--- config.mk ---
export PLATFORM = sky130hd
export DESIGN_NAME = fetch_top
export DESIGN_NICKNAME = d
export VERILOG_FILES = /design/src/hw/fetch_pkg.sv /design/src/hw/fetch_top.sv /design/src/hw/fetch_unit.sv /design/src/hw/instr_rom_cache.sv
export SDC_FILE = /design/constraint.sdc
export NUM_CORES = 1
export LEC_CHECK = 0
export ABC_CLOCK_PERIOD_IN_PS = 3430
export BUFFER_PORTS_ARGS = -buffer_cell sky130_fd_sc_hd__buf_2
export CAP_MARGIN = 20
export CORE_AREA = 4 4 132 134
export DETAILED_ROUTE_END_ITERATION = 10
export DIE_AREA = 0 0 136 138
export GPL_TIMING_DRIVEN = 0
export PLACE_DENSITY = 0.66
export SLEW_MARGIN = 20
export SYNTH_ARGS = -nofsm -noshare
export SYNTH_HDL_FRONTEND = slang
export SYNTH_SLANG_ARGS = --single-unit
--- constraint.sdc ---
create_clock -name clk -period 3.43 [get_ports clk]
set_input_delay 0.686 -clock clk [delete_from_list [all_inputs] [get_ports clk]]
set_output_delay 0.686 -clock clk [all_outputs]
set_load 0.05 [all_outputs]
--- src/hw/fetch_pkg.sv ---
/*
 * Shared encodings of the fetch front end: cache commands and responses,
 * fetch-to-decode item types, decode-to-fetch commands and the ROM pattern
 */
`default_nettype none

package fetch_pkg;

    // Command from the fetch unit to the instruction cache
    typedef enum logic [1:0] {
        CACHE_CMD_NONE      = 2'd0,
        CACHE_CMD_EXECUTE   = 2'd1,
        CACHE_CMD_FLUSH_ALL = 2'd2
    } cache_cmd_t;

    // Response that comes back with c_done
    typedef enum logic [1:0] {
        CACHE_RESP_OK           = 2'd0,
        CACHE_RESP_ACCESS_FAULT = 2'd1
    } cache_resp_t;

    // Kind of item handed to decode
    typedef enum logic [1:0] {
        F2D_TYPE_INSTR             = 2'd0,
        F2D_TYPE_INTERRUPT_PENDING = 2'd1,
        F2D_TYPE_ACCESS_FAULT      = 2'd2
    } f2d_type_t;

    // Command from decode back to fetch
    typedef enum logic [1:0] {
        D2F_CMD_NONE         = 2'd0,
        D2F_CMD_START_BRANCH = 2'd1,
        D2F_CMD_FLUSH        = 2'd2
    } d2f_cmd_t;

    // Every ROM word is its own byte address XORed with this value
    localparam logic [31:0] ROM_PATTERN = 32'h5A3C_96E1;

endpackage

`default_nettype wire

--- src/hw/fetch_top.sv ---
/*
 * Fetch front end top: fetch unit wired to the behavioral instruction cache
 */
`timescale 1ns/100ps
`default_nettype none

module fetch_top import fetch_pkg::*; #(
    parameter int unsigned CACHE_LATENCY = 3,
    parameter int unsigned ROM_WORDS     = 1024
) (
    input  wire logic        clk,
    input  wire logic        rst_n,
    input  wire logic [31:0] reset_vector,
    input  wire logic        interrupt_pending,
    input  wire logic        dbg_mode,
    output logic             busy,
    output logic             f2d_valid,
    output f2d_type_t        f2d_type,
    output logic [31:0]      f2d_instr,
    output logic [31:0]      f2d_pc,
    input  wire logic        d2f_ready,
    input  d2f_cmd_t         d2f_cmd,
    input  wire logic [31:0] d2f_branchtarget
);

    // Cache handshake between the two blocks
    cache_cmd_t  c_cmd;
    logic [31:0] c_address;
    logic        c_done;
    cache_resp_t c_response;
    logic [31:0] c_load_data;

    fetch_unit u_fetch (
        .clk               (clk),
        .rst_n             (rst_n),
        .reset_vector      (reset_vector),
        .c_done            (c_done),
        .c_response        (c_response),
        .c_load_data       (c_load_data),
        .c_cmd             (c_cmd),
        .c_address         (c_address),
        .interrupt_pending (interrupt_pending),
        .dbg_mode          (dbg_mode),
        .busy              (busy),
        .f2d_valid         (f2d_valid),
        .f2d_type          (f2d_type),
        .f2d_instr         (f2d_instr),
        .f2d_pc            (f2d_pc),
        .d2f_ready         (d2f_ready),
        .d2f_cmd           (d2f_cmd),
        .d2f_branchtarget  (d2f_branchtarget)
    );

    // The latency and depth only matter to the cache model
    instr_rom_cache #(
        .CACHE_LATENCY (CACHE_LATENCY),
        .ROM_WORDS     (ROM_WORDS)
    ) u_cache (
        .clk         (clk),
        .rst_n       (rst_n),
        .c_cmd       (c_cmd),
        .c_address   (c_address),
        .c_done      (c_done),
        .c_response  (c_response),
        .c_load_data (c_load_data)
    );

endmodule

`default_nettype wire

--- src/hw/fetch_unit.sv ---
/*
 * Instruction fetch unit: cache command issue, program counter,
 * held word under decode stall, remembered branch and flush
 */
`timescale 1ns/100ps
`default_nettype none

module fetch_unit import fetch_pkg::*; (
    input  wire logic        clk,
    input  wire logic        rst_n,
    input  wire logic [31:0] reset_vector,
    // Cache side
    input  wire logic        c_done,
    input  cache_resp_t      c_response,
    input  wire logic [31:0] c_load_data,
    output cache_cmd_t       c_cmd,
    output logic [31:0]      c_address,
    // Status levels
    input  wire logic        interrupt_pending,
    input  wire logic        dbg_mode,
    output logic             busy,
    // Towards decode
    output logic             f2d_valid,
    output f2d_type_t        f2d_type,
    output logic [31:0]      f2d_instr,
    output logic [31:0]      f2d_pc,
    // From decode
    input  wire logic        d2f_ready,
    input  d2f_cmd_t         d2f_cmd,
    input  wire logic [31:0] d2f_branchtarget
);

    //////////////////////////////
    // State registers
    //////////////////////////////

    // The command register follows c_cmd, so it names the command in flight
    cache_cmd_t  active_cmd;
    // The pc follows c_address and stays put while a command is held
    logic [31:0] pc;

    logic        held_valid, held_valid_nxt;
    logic [31:0] held_instr, held_instr_nxt;
    f2d_type_t   held_type, held_type_nxt;

    logic        branched, branched_nxt;
    logic [31:0] branched_target, branched_target_nxt;
    logic        flushed, flushed_nxt;

    //////////////////////////////
    // Decoded conditions
    //////////////////////////////

    logic        active;
    logic        fetch_done;
    logic        idle;
    logic        issue_point;
    logic        branch_now;
    logic        flush_now;
    logic        branching;
    logic        flushing;
    logic [31:0] branching_target;
    logic [31:0] pc_plus_4;
    f2d_type_t   done_type;

    assign active     = active_cmd != CACHE_CMD_NONE;
    assign fetch_done = (active_cmd == CACHE_CMD_EXECUTE) && c_done;
    // Nothing in flight and nothing held, and reset has been released
    assign idle       = rst_n && !active && !held_valid;

    // Decode commands only count while decode is ready
    assign branch_now = d2f_ready && (d2f_cmd == D2F_CMD_START_BRANCH);
    assign flush_now  = d2f_ready && (d2f_cmd == D2F_CMD_FLUSH);

    // A live command is merged with whatever was remembered earlier
    assign branching        = branched || branch_now;
    assign flushing         = flushed || flush_now;
    assign branching_target = branch_now ? d2f_branchtarget : branched_target;
    assign pc_plus_4        = pc + 32'd4;

    assign done_type = (c_response == CACHE_RESP_ACCESS_FAULT) ?
                       F2D_TYPE_ACCESS_FAULT : F2D_TYPE_INSTR;

    // A new command may start when the held word leaves, when the unit is idle,
    // or when the current command finishes and its item (if any) is taken
    assign issue_point = rst_n && ((held_valid && d2f_ready) || idle ||
                         (active && c_done && (d2f_ready || !fetch_done)));

    // Busy while a command runs or a word waits for decode
    assign busy   = active || held_valid;
    assign f2d_pc = pc;

    //////////////////////////////
    // Next state and outputs
    //////////////////////////////

    always_comb begin
        c_cmd               = active_cmd;
        c_address           = pc;
        f2d_valid           = 1'b0;
        f2d_type            = F2D_TYPE_INSTR;
        f2d_instr           = c_load_data;
        held_valid_nxt      = held_valid;
        held_instr_nxt      = held_instr;
        held_type_nxt       = held_type;
        // Anything that arrives now is remembered unless it is served below
        branched_nxt        = branching;
        branched_target_nxt = branching_target;
        flushed_nxt         = flushing;

        // The held word has priority, then a fresh cache answer, then the interrupt
        if (held_valid) begin
            f2d_valid = 1'b1;
            f2d_type  = held_type;
            f2d_instr = held_instr;
        end else if (fetch_done) begin
            f2d_valid = 1'b1;
            f2d_type  = done_type;
        end else if (idle && interrupt_pending) begin
            f2d_valid = 1'b1;
            f2d_type  = F2D_TYPE_INTERRUPT_PENDING;
        end

        // A finished command retires unless a new one replaces it below
        if (active && c_done) begin
            c_cmd = CACHE_CMD_NONE;
        end

        // Decode stalled on a fresh word so it is captured for replay
        if (fetch_done && !d2f_ready) begin
            held_valid_nxt = 1'b1;
            held_instr_nxt = c_load_data;
            held_type_nxt  = done_type;
        end else if (held_valid && d2f_ready) begin
            held_valid_nxt = 1'b0;
        end

        // Debug mode stops issue and a branch beats a flush before the sequential fetch
        if (issue_point && !dbg_mode) begin
            if (branching) begin
                c_cmd        = CACHE_CMD_EXECUTE;
                c_address    = branching_target;
                branched_nxt = 1'b0;
            end else if (flushing) begin
                // The flush keeps the pc, so the stream resumes at pc + 4
                c_cmd       = CACHE_CMD_FLUSH_ALL;
                flushed_nxt = 1'b0;
            end else begin
                c_cmd     = CACHE_CMD_EXECUTE;
                c_address = pc_plus_4;
            end
        end
    end

    // Control state where reset records a pending branch to the reset vector
    always_ff @(posedge clk) begin
        if (!rst_n) begin
            active_cmd      <= CACHE_CMD_NONE;
            held_valid      <= 1'b0;
            branched        <= 1'b1;
            branched_target <= reset_vector;
            flushed         <= 1'b0;
        end else begin
            active_cmd      <= c_cmd;
            held_valid      <= held_valid_nxt;
            branched        <= branched_nxt;
            branched_target <= branched_target_nxt;
            flushed         <= flushed_nxt;
        end
    end

    // Address and held payload
    always_ff @(posedge clk) begin
        pc         <= c_address;
        held_instr <= held_instr_nxt;
        held_type  <= held_type_nxt;
    end

endmodule

`default_nettype wire

--- src/hw/instr_rom_cache.sv ---
/*
 * Behavioral instruction cache: fixed latency countdown, address-derived
 * data words, access fault beyond the ROM depth
 */
`timescale 1ns/100ps
`default_nettype none

module instr_rom_cache import fetch_pkg::*; #(
    parameter int unsigned CACHE_LATENCY = 3,
    parameter int unsigned ROM_WORDS     = 1024
) (
    input  wire logic        clk,
    input  wire logic        rst_n,
    input  cache_cmd_t       c_cmd,
    input  wire logic [31:0] c_address,
    output logic             c_done,
    output cache_resp_t      c_response,
    output logic [31:0]      c_load_data
);

    // The counter holds at most CACHE_LATENCY - 1
    localparam int unsigned CNT_W = (CACHE_LATENCY > 1) ? $clog2(CACHE_LATENCY) : 1;
    // First faulting byte address in one extra bit so that a full 4 GiB ROM still fits
    localparam logic [32:0] ROM_LIMIT = 33'(ROM_WORDS) << 2;

    logic             busy_q;
    logic [CNT_W-1:0] cnt_q;
    cache_cmd_t       cmd_q;
    logic [31:0]      addr_q;
    logic             accept;
    logic             out_of_range;

    //////////////////////////////
    // Command capture
    //////////////////////////////

    assign c_done = busy_q && (cnt_q == '0);

    // The finishing cycle counts as idle, so a back-to-back command is taken there
    assign accept = (!busy_q || c_done) && (c_cmd != CACHE_CMD_NONE);

    always_ff @(posedge clk) begin
        if (!rst_n) begin
            busy_q <= 1'b0;
            cnt_q  <= '0;
            cmd_q  <= CACHE_CMD_NONE;
        end else if (accept) begin
            busy_q <= 1'b1;
            cnt_q  <= CNT_W'(CACHE_LATENCY - 1);
            cmd_q  <= c_cmd;
        end else if (c_done) begin
            busy_q <= 1'b0;
        end else if (busy_q) begin
            cnt_q <= cnt_q - 1'b1;
        end
    end

    // Address of the captured command
    always_ff @(posedge clk) begin
        if (accept) begin
            addr_q <= c_address;
        end
    end

    //////////////////////////////
    // Answer
    //////////////////////////////

    assign out_of_range = {1'b0, addr_q} >= ROM_LIMIT;

    // Only a fetch can fault and a flush always answers OK
    assign c_response = ((cmd_q == CACHE_CMD_EXECUTE) && out_of_range) ?
                        CACHE_RESP_ACCESS_FAULT : CACHE_RESP_OK;

    // The word is a pure function of the address and reads zero on a fault
    assign c_load_data = (c_response == CACHE_RESP_OK) ? (addr_q ^ ROM_PATTERN) : 32'h0;

endmodule

`default_nettype wire

==> results.yml <==
cts:
  clkTransAtPathRegs_ns: 0.06
  cts_sinks: 139
  clk_latency_ns: 0.43
  clock_path_buffers: 2
  cts_tree: "done"
  cts_root_buf: "clkbuf_16"
  cts_buffers: 17
  h-tree-depth: 4
floorplanning:
  fp.dieW_um: 136
  core-area_um2: 16300
  rows: 47
  io_pins: 139
  dieArea_um2: 18800
  start_util: 0.396
  chipHeight_um: 138
setup_path:
  crit_path_start: "u_cache.addr_q[13]$_DFFE_PP_"
  crit_path_max_fanout: 10
  worst_r2r_endpoint: "u_cache.addr_q[27]$_DFFE_PP_"
  endpoint_kind: "output pin"
  required_ns: 2.74
  timing.rr.start: "u_cache.cnt_q[0]$_SDFFE_PP0P_"
  arrival_ns: 2.51
  reg2reg_depth: 9
  r2r_slack_ns: 1.01
  crit_type: "flop to output pin"
  crit_end: "f2d_instr[17]"
  start_kind: "flop"
yosys:
  postSynthAreaPerCell_um2: 9.58
  synth_compound_area_frac: 0.188
  synth_area_leader_cell: "edfxtp_1"
  yosysSeqAreaShare: 0.533
  synth_ff_type: "dfxtp_1"
  synthCells: 673
  yosysWarnings: 0
  synth_edf_count: 65
  muxShareOfSynthArea: 0.0373
  syn_area_um2: 6440
  synth_top_family_by_area: "simple AND/OR/NAND/NOR gates"
  synth_xor_area_frac: 0.00136
  yosysTopAreaCellShare: 0.303
  postSynth.asyncResetShare: 0
  synthSimpleGateAreaFrac: 0.197
  yosys-top-cells-area: "edfxtp_1 (30%), dfxtp_1 (23%), nand2_1 (5.5%)"
  ys_ff_latch: 139
  synthTopCellsByCount: "nand2_1 (94), dfxtp_1 (74), nor2_1 (66), edfxtp_1 (65), a21oi_1 (47)"
  synth_fa_ha_area_frac: 0.00388
  netlist-cell-type-count: 64
  yosysMostFrequentCell: "nand2_1"
  synth_fp_nets: 746
timing:
  hold_viol_final: 0
  finalCritPeriodShare: 0.932
  fmax_ghz: 0.313
  worstMarginPinSlew_ns: 0.645
  hold_slack_ns: 0.474
  timing.final.crit_period_ns: 3.20
  slew_violations: 0
  rsz0062_at_grt: "no"
  fin_skew_ns: 0.0119
  maxSlewHeadroom: 0.570
  setup_viol: 0
run_status:
  outcome: "finished, final reports clean"
routing:
  detail-route-antenna-nets: 0
  dr.pass1.iters: 6
  drc: 0
  wl_per_cell_um: 18.8
  first_iter_violations: 472
  post_drt_via_cell_ratio: 5.45
  num_vias: 5808
  drt_wl_total_um: 20000
placement:
  numPlacedInstances: 1032
  placed_area_um2: 7470
  hpwl_um: 15200
  gp_congestion: 0.895
  port_buffers: 137
grt:
  grt_max_degree: 30
  grt_pass1_wl_um: 30900
  grt_pass1_vias: 5494
  grt_overflow_total: 0
  gr-usage-all-layers: 0.213
  antenna_found_initial: 0
min_path:
  hold_path.startpoint: "u_fetch.branched_target[22]$_DFF_P_"
  hp-class: "flop to flop"
run:
  drv_cap: 0
cells_and_area:
  area_delta_synth_final_pct: 25.8
  antenna_cells: 0
  drive_gt1_frac: 0.259
  num-fill-cells: 1563
  seqCellArea_um2: 3430
  finalNetCount: 906
  multiInputGateArea_um2: 2790
  finalInstanceArea_um2: 8110
  final_cells: 1066
power:
  peakVddDrop_uv: 361
  power_density_nw_per_um2: 742
  p_leak_uw: 0.00321
## worst min path at each step
stage | end | cells after the start | slack, ns
2_1_floorplan | u_fetch.branched_target[13]$_DFF_P_ | 2 | 0.45
3_3_place_gp | u_fetch.branched_target[20]$_DFF_P_ | 2 | 0.46
3_5_place_dp | u_fetch.branched_target[20]$_DFF_P_ | 2 | 0.46
4_1_cts | u_fetch.held_valid$_SDFFE_PN0P_ | 2 | 0.47
5_1_grt | u_fetch.held_valid$_SDFFE_PN0P_ | 2 | 0.48
6_report | u_fetch.branched_target[22]$_DFF_P_ | 2 | 0.47
## critical path: stages (launching register included)
cell      delay, ns
edfxtp_1       0.40
nor4_1         0.34
nand3_1        0.18
o21ai_4        0.19
clkbuf_1       0.34
and2_1         0.21
mux2_2         0.17
buf_2          0.26
## power by group
group,internal [uW],total [uW],switching (uW)
registers,2050,2280,234
logic,499,1870,1370
clock network,1140,1870,722
## metrics by stage
step	setup slack (ns)	TNS (ns)	total power, uW	utilization
after global placement	-0.721	-18.25	4130	0.455
after detailed placement	0.169	0	4160	0.459
final	0.232	0	6020	0.498
after global routing	0.00341	0	6260	0.498
after floorplan	0.127	0	3590	-
after CTS	0.00497	0	6020	0.497
## metal layers
layer  GRT usage  up-vias  part of all wire
met1       0.297     2706              0.44
met5           0        -                 0
li1            -     2801                 -
met4      0.0684        0             0.017
met2       0.324      281              0.46
met3      0.0549       20             0.081
## cell families (layout without fill, tap and decap cells)
| group | Yosys count | after routing |
|---|---|---|
| and+or+nand+nor | 265 | 265 |
| AOI/OAI and AO/OA | 184 | 184 |
| DFF | 139 | 139 |
| buffers and inverters | 60 | 233 |
| muxes | 22 | 22 |
| adders and majority gates | 2 | 2 |
| xor gates and xnor gates | 1 | 1 |
## repair_timing
item | CTS | global route
buffers inserted | 0 | 2
hold buffers | 0 | 0
pin swaps | 0 | 1
setup endpoints to repair | 23 | 22
resized for setup | 4 | 2
cloned | 0 | 0
## cells in the final DEF (no fill, tap or decap), drive strengths merged, types with 4 or more instances in the layout
cell      netlist  final
nand3          21     21
buf            22    161
nor4            8      8
mux2           16     16
a21boi          4      4
o31ai          21     21
and2           21     21
a31oi          33     33
o211ai          5      5
clkinvlp        0      4
o22a            4      4
nor3           10     10
clkinv          0      5
edfxtp         65     65
nand4           8      8
a2bb2oi         6      6
nor2           68     68
o21ai          29     29
mux2i           6      6
nand2          94     94
dfxtp          74     74
nor2b           5      5
inv            11     13
or3             5      5
a21oi          47     47
clkbuf         27     47
and3            9      9
o31a            4      4
## state kept, by name, summed over array words and instances, names as in the netlist
register / cells
u_fetch.branched: 1
u_fetch.held_valid: 1
u_fetch.held_instr: 32
u_cache.cnt_q: 2
u_fetch.held_type: 1
u_cache.addr_q: 32
u_fetch.flushed: 1
u_fetch.active_cmd: 2
u_cache.busy_q: 1
u_fetch.branched_target: 32
u_fetch.f2d_pc: 32
u_cache.cmd_q: 2
## area by class of cell
type / count / share of cell area
clock buffer: 18 / 0.0529
sequential: 139 / 0.423
tap: 220 / 0.0339
buffer: 49 / 0.0265
clock inverter: 14 / 0.0208
multi-input combinational: 474 / 0.344
timing repair buffer: 141 / 0.0935
inverter: 11 / 0.00509
Power figures use the tool's default switching activity.
